$ cat config.mk
export PLATFORM = sky130hd
export DESIGN_NAME = dsp_filter_top
export DESIGN_NICKNAME = d
export VERILOG_FILES = /design/src/hdl/filter_pkg.sv /design/src/hdl/dsp_pkg.sv /design/src/hdl/dsp_filter_top.sv /design/src/hdl/coef_regs.sv /design/src/hdl/iir_channel.sv /design/src/hdl/dsp_arbiter.sv /design/src/hdl/mac_unit.sv
export SDC_FILE = /design/constraint.sdc
export NUM_CORES = 2
export LEC_CHECK = 0
export BUFFER_PORTS_ARGS = -buffer_cell sky130_fd_sc_hd__buf_2
export CORE_UTILIZATION = 30
export DETAILED_ROUTE_END_ITERATION = 12
export RECOVER_POWER = 100
export SLEW_MARGIN = 0
export SYNTH_ARGS = -nofsm -noshare
export SYNTH_HDL_FRONTEND = slang
export SYNTH_SLANG_ARGS = --single-unit
$ cat constraint.sdc
create_clock -name reset -period 23.5 [get_ports reset]
set_input_delay 2.35 -clock reset [delete_from_list [all_inputs] [get_ports reset]]
set_output_delay 2.35 -clock reset [all_outputs]
set_load 0.1 [all_outputs]
$ cat src/hdl/filter_pkg.sv
package filter_pkg;

    // ----------------------------------------
    // sample and coefficient formats
    // ----------------------------------------
    typedef logic signed [17:0] sample_t;   // Q2.16
    typedef logic signed [17:0] coef_t;     // Q2.16

    localparam int NUM_CH   = 2;
    localparam int NUM_TAPS = 5;

    typedef logic [0:0] ch_sel_t;
    typedef logic [2:0] tap_idx_t;

    // tap order, feedback terms stored negated
    localparam int TAP_B0  = 0;
    localparam int TAP_B1  = 1;
    localparam int TAP_B2  = 2;
    localparam int TAP_NA1 = 3;
    localparam int TAP_NA2 = 4;

    // ----------------------------------------
    // coefficient register map
    // ----------------------------------------
    typedef logic [3:0]  wb_addr_t;   // {ch, tap[2:0]}
    typedef logic [17:0] wb_data_t;

    localparam int ADR_CH_BIT = 3;    // taps sit below this bit

endpackage

$ cat src/hdl/dsp_pkg.sv
package dsp_pkg;

    // ----------------------------------------
    // shared MAC slice
    // ----------------------------------------

    // stage 2 accumulator control
    typedef enum logic [1:0] {
        OP_ZERO = 2'b00,    // clear p
        OP_MUL  = 2'b01,    // p = a*b
        OP_MAC  = 2'b10     // p = p + a*b
    } opmode_t;

    typedef logic signed [47:0] acc_t;     // DSP48 style accumulator
    typedef logic signed [35:0] prod_t;    // full 18x18 product

    // operand in to accumulator updated
    localparam int MAC_LATENCY = 2;

    // lsb of the output slice taken from p, Q2.16 result
    localparam int OUT_LSB = 16;

endpackage
$ cat src/hdl/dsp_filter_top.sv
`timescale 1ns/1ps

// reset pin carries the clock, clk pin is the async clear
module dsp_filter_top
    import dsp_pkg::*;
    import filter_pkg::*;
(
    input  logic     reset,
    input  logic     clk,
    input  logic     wb_cyc,
    input  logic     wb_stb,
    input  logic     wb_we,
    input  wb_addr_t wb_adr,
    input  wb_data_t wb_dat_w,
    output wb_data_t wb_dat_r,
    output logic     wb_ack,
    input  sample_t  sample_in_0,
    input  logic     sample_in_rdy_0,
    output sample_t  sample_out_0,
    output logic     sample_out_rdy_0,
    input  sample_t  sample_in_1,
    input  logic     sample_in_rdy_1,
    output sample_t  sample_out_1,
    output logic     sample_out_rdy_1
);

    coef_t             c0_b0, c0_b1, c0_b2, c0_na1, c0_na2;
    coef_t             c1_b0, c1_b1, c1_b2, c1_na1, c1_na2;
    logic [NUM_CH-1:0] dsp_req;
    logic [NUM_CH-1:0] dsp_gnt;
    sample_t           a0, a1, mac_a;
    coef_t             b0, b1, mac_b;
    opmode_t           op0, op1, mac_op;
    acc_t              mac_p;   // broadcast to both channels

    coef_regs u_coef (
        .reset(reset), .clk(clk),
        .wb_cyc(wb_cyc), .wb_stb(wb_stb), .wb_we(wb_we), .wb_adr(wb_adr),
        .wb_dat_w(wb_dat_w), .wb_dat_r(wb_dat_r), .wb_ack(wb_ack),
        .coef_ch0_b0(c0_b0), .coef_ch0_b1(c0_b1), .coef_ch0_b2(c0_b2),
        .coef_ch0_na1(c0_na1), .coef_ch0_na2(c0_na2),
        .coef_ch1_b0(c1_b0), .coef_ch1_b1(c1_b1), .coef_ch1_b2(c1_b2),
        .coef_ch1_na1(c1_na1), .coef_ch1_na2(c1_na2)
    );

    iir_channel u_ch0 (
        .reset(reset), .clk(clk),
        .coef_b0(c0_b0), .coef_b1(c0_b1), .coef_b2(c0_b2),
        .coef_na1(c0_na1), .coef_na2(c0_na2),
        .sample_in(sample_in_0), .sample_in_rdy(sample_in_rdy_0),
        .sample_out(sample_out_0), .sample_out_rdy(sample_out_rdy_0),
        .dsp_req(dsp_req[0]), .dsp_gnt(dsp_gnt[0]),
        .dsp_a(a0), .dsp_b(b0), .dsp_opmode(op0), .dsp_p(mac_p)
    );

    iir_channel u_ch1 (
        .reset(reset), .clk(clk),
        .coef_b0(c1_b0), .coef_b1(c1_b1), .coef_b2(c1_b2),
        .coef_na1(c1_na1), .coef_na2(c1_na2),
        .sample_in(sample_in_1), .sample_in_rdy(sample_in_rdy_1),
        .sample_out(sample_out_1), .sample_out_rdy(sample_out_rdy_1),
        .dsp_req(dsp_req[1]), .dsp_gnt(dsp_gnt[1]),
        .dsp_a(a1), .dsp_b(b1), .dsp_opmode(op1), .dsp_p(mac_p)
    );

    dsp_arbiter u_arb (
        .reset(reset), .clk(clk),
        .dsp_req(dsp_req), .dsp_gnt(dsp_gnt),
        .a0(a0), .a1(a1), .b0(b0), .b1(b1),
        .opmode0(op0), .opmode1(op1),
        .a(mac_a), .b(mac_b), .opmode(mac_op)
    );

    mac_unit u_mac (
        .reset(reset), .clk(clk),
        .a(mac_a), .b(mac_b), .opmode(mac_op), .p(mac_p)
    );

endmodule

$ cat src/hdl/coef_regs.sv
`timescale 1ns/1ps

module coef_regs
    import filter_pkg::*;
(
    input  logic     reset,
    input  logic     clk,
    input  logic     wb_cyc,
    input  logic     wb_stb,
    input  logic     wb_we,
    input  wb_addr_t wb_adr,
    input  wb_data_t wb_dat_w,
    output wb_data_t wb_dat_r,
    output logic     wb_ack,
    output coef_t    coef_ch0_b0,
    output coef_t    coef_ch0_b1,
    output coef_t    coef_ch0_b2,
    output coef_t    coef_ch0_na1,
    output coef_t    coef_ch0_na2,
    output coef_t    coef_ch1_b0,
    output coef_t    coef_ch1_b1,
    output coef_t    coef_ch1_b2,
    output coef_t    coef_ch1_na1,
    output coef_t    coef_ch1_na2
);

    coef_t    coef_mem [NUM_CH][NUM_TAPS];
    logic     req;
    ch_sel_t  ch;
    tap_idx_t tap;
    logic     tap_ok;

    assign req    = wb_cyc && wb_stb && !wb_ack;    // one ack per strobe
    assign ch     = wb_adr[ADR_CH_BIT];
    assign tap    = wb_adr[ADR_CH_BIT-1:0];
    assign tap_ok = (tap < tap_idx_t'(NUM_TAPS));   // taps 5..7 unused

    // write lands together with ack
    always_ff @(posedge reset or posedge clk) begin
        if (clk) begin
            wb_ack <= 1'b0;
            for (int c = 0; c < NUM_CH; c++) begin
                for (int t = 0; t < NUM_TAPS; t++) begin
                    coef_mem[c][t] <= '0;
                end
            end
        end else begin
            wb_ack <= req;
            if (req && wb_we && tap_ok) begin
                coef_mem[ch][tap] <= wb_dat_w;
            end
        end
    end

    always_ff @(posedge reset) begin
        if (req) begin
            wb_dat_r <= tap_ok ? coef_mem[ch][tap] : '0;
        end
    end

    assign coef_ch0_b0  = coef_mem[0][TAP_B0];
    assign coef_ch0_b1  = coef_mem[0][TAP_B1];
    assign coef_ch0_b2  = coef_mem[0][TAP_B2];
    assign coef_ch0_na1 = coef_mem[0][TAP_NA1];
    assign coef_ch0_na2 = coef_mem[0][TAP_NA2];
    assign coef_ch1_b0  = coef_mem[1][TAP_B0];
    assign coef_ch1_b1  = coef_mem[1][TAP_B1];
    assign coef_ch1_b2  = coef_mem[1][TAP_B2];
    assign coef_ch1_na1 = coef_mem[1][TAP_NA1];
    assign coef_ch1_na2 = coef_mem[1][TAP_NA2];

    ack_in_stb: assert property (@(posedge reset) disable iff (clk) wb_ack |-> wb_stb);

endmodule

$ cat src/hdl/iir_channel.sv
`timescale 1ns/1ps

module iir_channel
    import dsp_pkg::*;
    import filter_pkg::*;
(
    input  logic    reset,
    input  logic    clk,
    input  coef_t   coef_b0,
    input  coef_t   coef_b1,
    input  coef_t   coef_b2,
    input  coef_t   coef_na1,
    input  coef_t   coef_na2,
    input  sample_t sample_in,
    input  logic    sample_in_rdy,
    output sample_t sample_out,
    output logic    sample_out_rdy,
    output logic    dsp_req,
    input  logic    dsp_gnt,
    output sample_t dsp_a,
    output coef_t   dsp_b,
    output opmode_t dsp_opmode,
    input  acc_t    dsp_p
);

    typedef enum logic [2:0] {IDLE, WAIT_GNT, CALC, DRAIN, DONE} state_t;

    state_t     state;
    state_t     state_nxt;
    tap_idx_t   tap;
    logic       tap_last;
    logic [1:0] drain_cnt;
    logic       drain_last;
    logic       accept;
    logic       capture;
    coef_t      coefs [NUM_TAPS];
    sample_t    dly   [NUM_TAPS];   // x[n], x[n-1], x[n-2], y[n-1], y[n-2]
    sample_t    y_new;

    assign tap_last   = (tap == tap_idx_t'(NUM_TAPS - 1));
    assign drain_last = (drain_cnt == 2'(MAC_LATENCY - 1));
    assign accept     = (state == IDLE) && sample_in_rdy;   // busy channel drops samples
    assign capture    = (state == DRAIN) && drain_last;     // last term is in p now
    assign y_new      = dsp_p[OUT_LSB +: $bits(sample_t)];  // plain truncation

    // ----------------------------------------
    // FSM
    // ----------------------------------------
    always_ff @(posedge reset or posedge clk) begin
        if (clk) begin
            state <= IDLE;
        end else begin
            state <= state_nxt;
        end
    end

    always_comb begin
        state_nxt = state;
        case (state)
            IDLE:     if (sample_in_rdy) state_nxt = WAIT_GNT;
            WAIT_GNT: if (dsp_gnt)       state_nxt = CALC;
            CALC:     if (tap_last)      state_nxt = DRAIN;
            DRAIN:    if (drain_last)    state_nxt = DONE;
            DONE:     state_nxt = IDLE;
            default:  state_nxt = IDLE;
        endcase
    end

    always_ff @(posedge reset or posedge clk) begin
        if (clk) begin
            tap       <= '0;
            drain_cnt <= '0;
        end else begin
            tap       <= (state == CALC && !tap_last) ? tap + 1'b1 : '0;
            drain_cnt <= (state == DRAIN) ? drain_cnt + 1'b1 : '0;
        end
    end

    // held from sample accept to the end of DONE
    always_ff @(posedge reset or posedge clk) begin
        if (clk) begin
            dsp_req <= 1'b0;
        end else if (accept) begin
            dsp_req <= 1'b1;
        end else if (state == DONE) begin
            dsp_req <= 1'b0;
        end
    end

    // ----------------------------------------
    // delay line
    // ----------------------------------------
    always_ff @(posedge reset or posedge clk) begin
        if (clk) begin
            for (int i = 0; i < NUM_TAPS; i++) begin
                dly[i] <= '0;
            end
        end else if (accept) begin
            dly[0] <= sample_in;
            dly[1] <= dly[0];
            dly[2] <= dly[1];
        end else if (capture) begin
            dly[3] <= y_new;
            dly[4] <= dly[3];
        end
    end

    assign coefs[TAP_B0]  = coef_b0;
    assign coefs[TAP_B1]  = coef_b1;
    assign coefs[TAP_B2]  = coef_b2;
    assign coefs[TAP_NA1] = coef_na1;
    assign coefs[TAP_NA2] = coef_na2;

    // operand pair follows the tap counter
    assign dsp_a = dly[tap];
    assign dsp_b = coefs[tap];

    always_comb begin
        if (state == CALC) begin
            dsp_opmode = (tap == '0) ? OP_MUL : OP_MAC;
        end else begin
            dsp_opmode = OP_ZERO;
        end
    end

    // ----------------------------------------
    // output, valid during DONE
    // ----------------------------------------
    always_ff @(posedge reset or posedge clk) begin
        if (clk) begin
            sample_out_rdy <= 1'b0;
        end else begin
            sample_out_rdy <= capture;
        end
    end

    always_ff @(posedge reset) begin
        if (capture) begin
            sample_out <= y_new;
        end
    end

    req_held: assert property (@(posedge reset) disable iff (clk)
        (state != IDLE) |-> dsp_req);

    calc_len: assert property (@(posedge reset) disable iff (clk)
        (state == CALC && $past(state) != CALC)
            |-> (state == CALC) [*NUM_TAPS] ##1 (state == DRAIN));

endmodule

$ cat src/hdl/dsp_arbiter.sv
`timescale 1ns/1ps

module dsp_arbiter
    import dsp_pkg::*;
    import filter_pkg::*;
(
    input  logic              reset,
    input  logic              clk,
    input  logic [NUM_CH-1:0] dsp_req,
    output logic [NUM_CH-1:0] dsp_gnt,
    input  sample_t           a0,
    input  sample_t           a1,
    input  coef_t             b0,
    input  coef_t             b1,
    input  opmode_t           opmode0,
    input  opmode_t           opmode1,
    output sample_t           a,
    output coef_t             b,
    output opmode_t           opmode
);

    ch_sel_t           last_ch;     // last winner, loses the next tie
    logic [NUM_CH-1:0] gnt_nxt;
    logic              hold;

    // owner keeps the slice for its whole computation
    assign hold = |(dsp_gnt & dsp_req);

    always_comb begin
        gnt_nxt = '0;
        if (hold) begin
            gnt_nxt = dsp_gnt;
        end else if (last_ch == 1'b0) begin
            if (dsp_req[1])      gnt_nxt = 2'b10;
            else if (dsp_req[0]) gnt_nxt = 2'b01;
        end else begin
            if (dsp_req[0])      gnt_nxt = 2'b01;
            else if (dsp_req[1]) gnt_nxt = 2'b10;
        end
    end

    always_ff @(posedge reset or posedge clk) begin
        if (clk) begin
            dsp_gnt <= '0;
            last_ch <= '0;
        end else begin
            dsp_gnt <= gnt_nxt;
            if (!hold && |gnt_nxt) begin
                last_ch <= gnt_nxt[1];
            end
        end
    end

    // ----------------------------------------
    // operand mux, idle slice clears p
    // ----------------------------------------
    always_comb begin
        a      = '0;
        b      = '0;
        opmode = OP_ZERO;
        if (dsp_gnt[0]) begin
            a      = a0;
            b      = b0;
            opmode = opmode0;
        end else if (dsp_gnt[1]) begin
            a      = a1;
            b      = b1;
            opmode = opmode1;
        end
    end

    gnt_onehot: assert property (@(posedge reset) disable iff (clk) $onehot0(dsp_gnt));

    // a new grant needs a request in the cycle before
    gnt_to_req: assert property (@(posedge reset) disable iff (clk)
        (dsp_gnt & ~$past(dsp_gnt) & ~$past(dsp_req)) == '0);

endmodule

$ cat src/hdl/mac_unit.sv
`timescale 1ns/1ps

module mac_unit
    import dsp_pkg::*;
    import filter_pkg::*;
(
    input  logic    reset,
    input  logic    clk,
    input  sample_t a,
    input  coef_t   b,
    input  opmode_t opmode,
    output acc_t    p
);

    sample_t a_r;
    coef_t   b_r;
    opmode_t op_r;
    prod_t   prod;

    // ----------------------------------------
    // stage 1, operand registers
    // ----------------------------------------
    always_ff @(posedge reset) begin
        a_r <= a;
        b_r <= b;
    end

    always_ff @(posedge reset or posedge clk) begin
        if (clk) begin
            op_r <= OP_ZERO;
        end else begin
            op_r <= opmode;
        end
    end

    assign prod = a_r * b_r;    // signed 18x18

    // ----------------------------------------
    // stage 2, accumulator
    // ----------------------------------------
    always_ff @(posedge reset or posedge clk) begin
        if (clk) begin
            p <= '0;
        end else begin
            case (op_r)
                OP_MUL:  p <= acc_t'(prod);         // first term of a sum
                OP_MAC:  p <= p + acc_t'(prod);
                default: p <= '0;
            endcase
        end
    end

endmodule

==> metrics.md <==
| Metric | Value |
|---|---|
| Pin count of the biggest net entering global routing | 127 |
| Clk sinks | 510 |
| GR Util met2 | 26.3% |
| Cells after synthesis | 3,115 |
| Rows | 125 |
| Detailed-route via count | 23,600 |
| Area of the multi-input gates | 0.0204 sq mm |
| DRC errors left | 0 |
| Final Hold Viols | 0 |
| FF/Latch Area | 0.0129 sq mm |
| Worst EP required | 23.28 ns |
| Synth Flop Type | dfrtp_1 |
| Drt total wl | 93,000 um |
| Die height | 346 um |
| Core Region | 0.117 sq mm |
| Initial core utilization | 30.4% |
| Final Setup Violations | 0 |
| Slew HR | -270% |
| H-tree Lvls | 2 |
| Final worst slack | 11.73 ns |
| GRT Overall Usage | 15.8% |
| Cells on worst reg2reg path | 27 |
| Cell Area, Synth | 0.0354 sq mm |
| Max Cap Violations | 16 |
| Fmax | 0.0850 GHz |
| Routed length per instance | 19.6 um |
| CP arrival | 11.55 ns |
| Hold_buf cts | 0 |
| Crit start category | primary input |
| Failing checks | max-capacitance violations, max-slew violations |
| Setup TNS | 0 ns |
| Port Buffers | 121 |
| Final-report max-slew violation count | 870 |
| Number of flops mapped to enable cells by yosys | 54 |
| Worst Skew | 0.0257 ns |
| Worst-path clk slew | 0.06 ns |
| Ys async rst share | 82.4% |
| Met1 usage | 21.2% |
| RSZ-0062 raised after global routing | false |
| Layout cell share with drive strength beyond 1 | 19.7% |
| Most frequent cells in the layout | nand2_1 (431), dfrtp_1 (417), inv_1 (401) |
| Maximum fanout along the worst path | 126 |
| Top flop regs | u_ch0.dly (90), u_ch1.dly (90), u_mac.p (34) |
| Hold Crit Class | flop to flop |
| Reg2Reg Capture Point | u_mac.p[28] |
| CP endpoint kind | async pin |
| Critical path class | primary input to async pin |
| Most used routing layer | met2 |
| Clock latency on the worst-skew pair | 0.66 ns |
| Worst hold path stage count | 1 |
| Nets@finish | 3,688 |
| Hold Path End | u_ch0.drain_cnt[0] |
| Met3 Usage GRT | 2.44% |
| Syn Nets | 3,627 |
| Root Driver | clkbuf_16 |
| Hpwl dp | 64,700 um |
| IO Pins | 122 |
| RD Place Congestion | 0.847 |
| Clock period minus worst slack | 11.77 ns |
| Post-DR vias/cell | 4.97 |
| Outcome | finished with violations |
| Max clock buf depth | 3 |
| Synth Warn # | 0 |
| Setup Fix Bufs, Post-CTS | 0 |
| Post-CTS resize count | 0 |
| Seq/Total Area, Yosys | 36.3% |
| Final Cycle Share | 50.1% |
| Full die area | 0.119 sq mm |
| Initial antenna violation count | 12 |
| Reg-to-Reg Start | u_mac.a_r[8] |
| Filler cells | 11,600 |
| Total grt overflow | 0 |
| Die Wd | 346 um |
| DR iter-0 viols | 1,356 |
| Reg-to-reg setup timing slack | 14.82 ns |
| Worst slack, placed | 15.27 ns |
| Worst Hold Launch | u_ch0.drain_cnt[0] |
| Yosys cell types | 73 |
| Total CTS buffers | 59 |
| First-pass GRT wire length | 147,000 um |
| Via count of the first global-routing pass | 24,700 |
| CTS tree | done |
| Final ANT Viol Nets | 0 |
| Yosys reg bits | 510 |
| Measured slew at the worst slew-check pin | 5.52 ns |
| Most common cell after layout, fill and taps aside | nand2_1 |
| Drt first pass iters | 5 |
| Post-Syn Area per Cell | 11.4 sq um |
| Area growth syn-to-layout | 11.9% |
==> cells by family after synthesis <==
kind of cell / Yosys count / share of synthesized area, %
compound gates: 349 / 6.85
xor+xnor: 72 / 1.82
fa+ha+maj: 447 / 22.5
buf+inv: 564 / 6.03
flops: 510 / 36.3
mux: 418 / 16.7
simple gates: 755 / 9.79
==> through the flow <==
step                      hold WS [ns]  instances  cell area [sq um]  util, %
after floorplan                  0.409       3115              35400        -
after global placement           0.420       4639              37700     32.3
after detailed placement         0.425       4639              37700     32.3
after CTS                        0.434       4751              39900     34.2
after global routing             0.460       4752              39600     34.0
final                            0.431       4753              39600     34.0
==> critical path, stage by stage <==
cell,delay (ns)
buf_2,0.10
clkinvlp_2,3.04
clkbuf_1,2.79
clkbuf_1,3.13
==> worst max path at each step <==
stage | depth (start not counted) | from | to
detailed placement | 29 | u_mac.b_r[9] | u_mac.p[33]
global route | 4 | clk | u_coef.coef_ch1_na2[14]
finish | 4 | clk | u_coef.coef_ch1_na1[14]
CTS | 29 | u_mac.b_r[9] | u_mac.p[33]
global placement | 29 | u_mac.b_r[9] | u_mac.p[33]
floorplan | 1 | clk | u_arb.dsp_gnt[0]
==> routing by layer <==
layer  share of wire, %  wire, um
met1                 44     40500
met4                2.3      2110
met2                 49     45700
met3                5.0      4640
met5              0.044        41
==> Yosys cell counts (29+ instances only) <==
| cell | n | area [sq um] |
|---|---|---|
| mux2_2 | 306 | 3450 |
| a21oi_1 | 52 | 260 |
| o22ai_1 | 39 | 244 |
| nor2_1 | 75 | 282 |
| clkbuf_1 | 108 | 405 |
| a22oi_1 | 108 | 811 |
| a21o_1 | 29 | 218 |
| fa_1 | 316 | 6330 |
| inv_1 | 401 | 1510 |
| xnor2_1 | 45 | 394 |
| mux4_2 | 109 | 2450 |
| ha_1 | 131 | 1640 |
| nand2_1 | 432 | 1620 |
| buf_1 | 42 | 158 |
| o21ai_0 | 37 | 185 |
| dfrtp_1 | 420 | 10500 |
| dfxtp_1 | 36 | 721 |
| and2_1 | 163 | 1020 |
| edfxtp_1 | 54 | 1620 |
==> layout make-up <==
type	instances	area share, %
Sequential cell	510	32.4
Clock inverter	49	1.67
Antenna cell	2	0.0126
Inverter	404	3.83
Multi-Input combinational cell	2041	51.6
Tap cell	1524	4.81
Timing Repair Buffer	160	1.88
Clock buffer	63	3.81
Power is left out: the tool's default activity adds up to more than one toggle a clock period on the data nets, which glitch-free logic cannot reach.
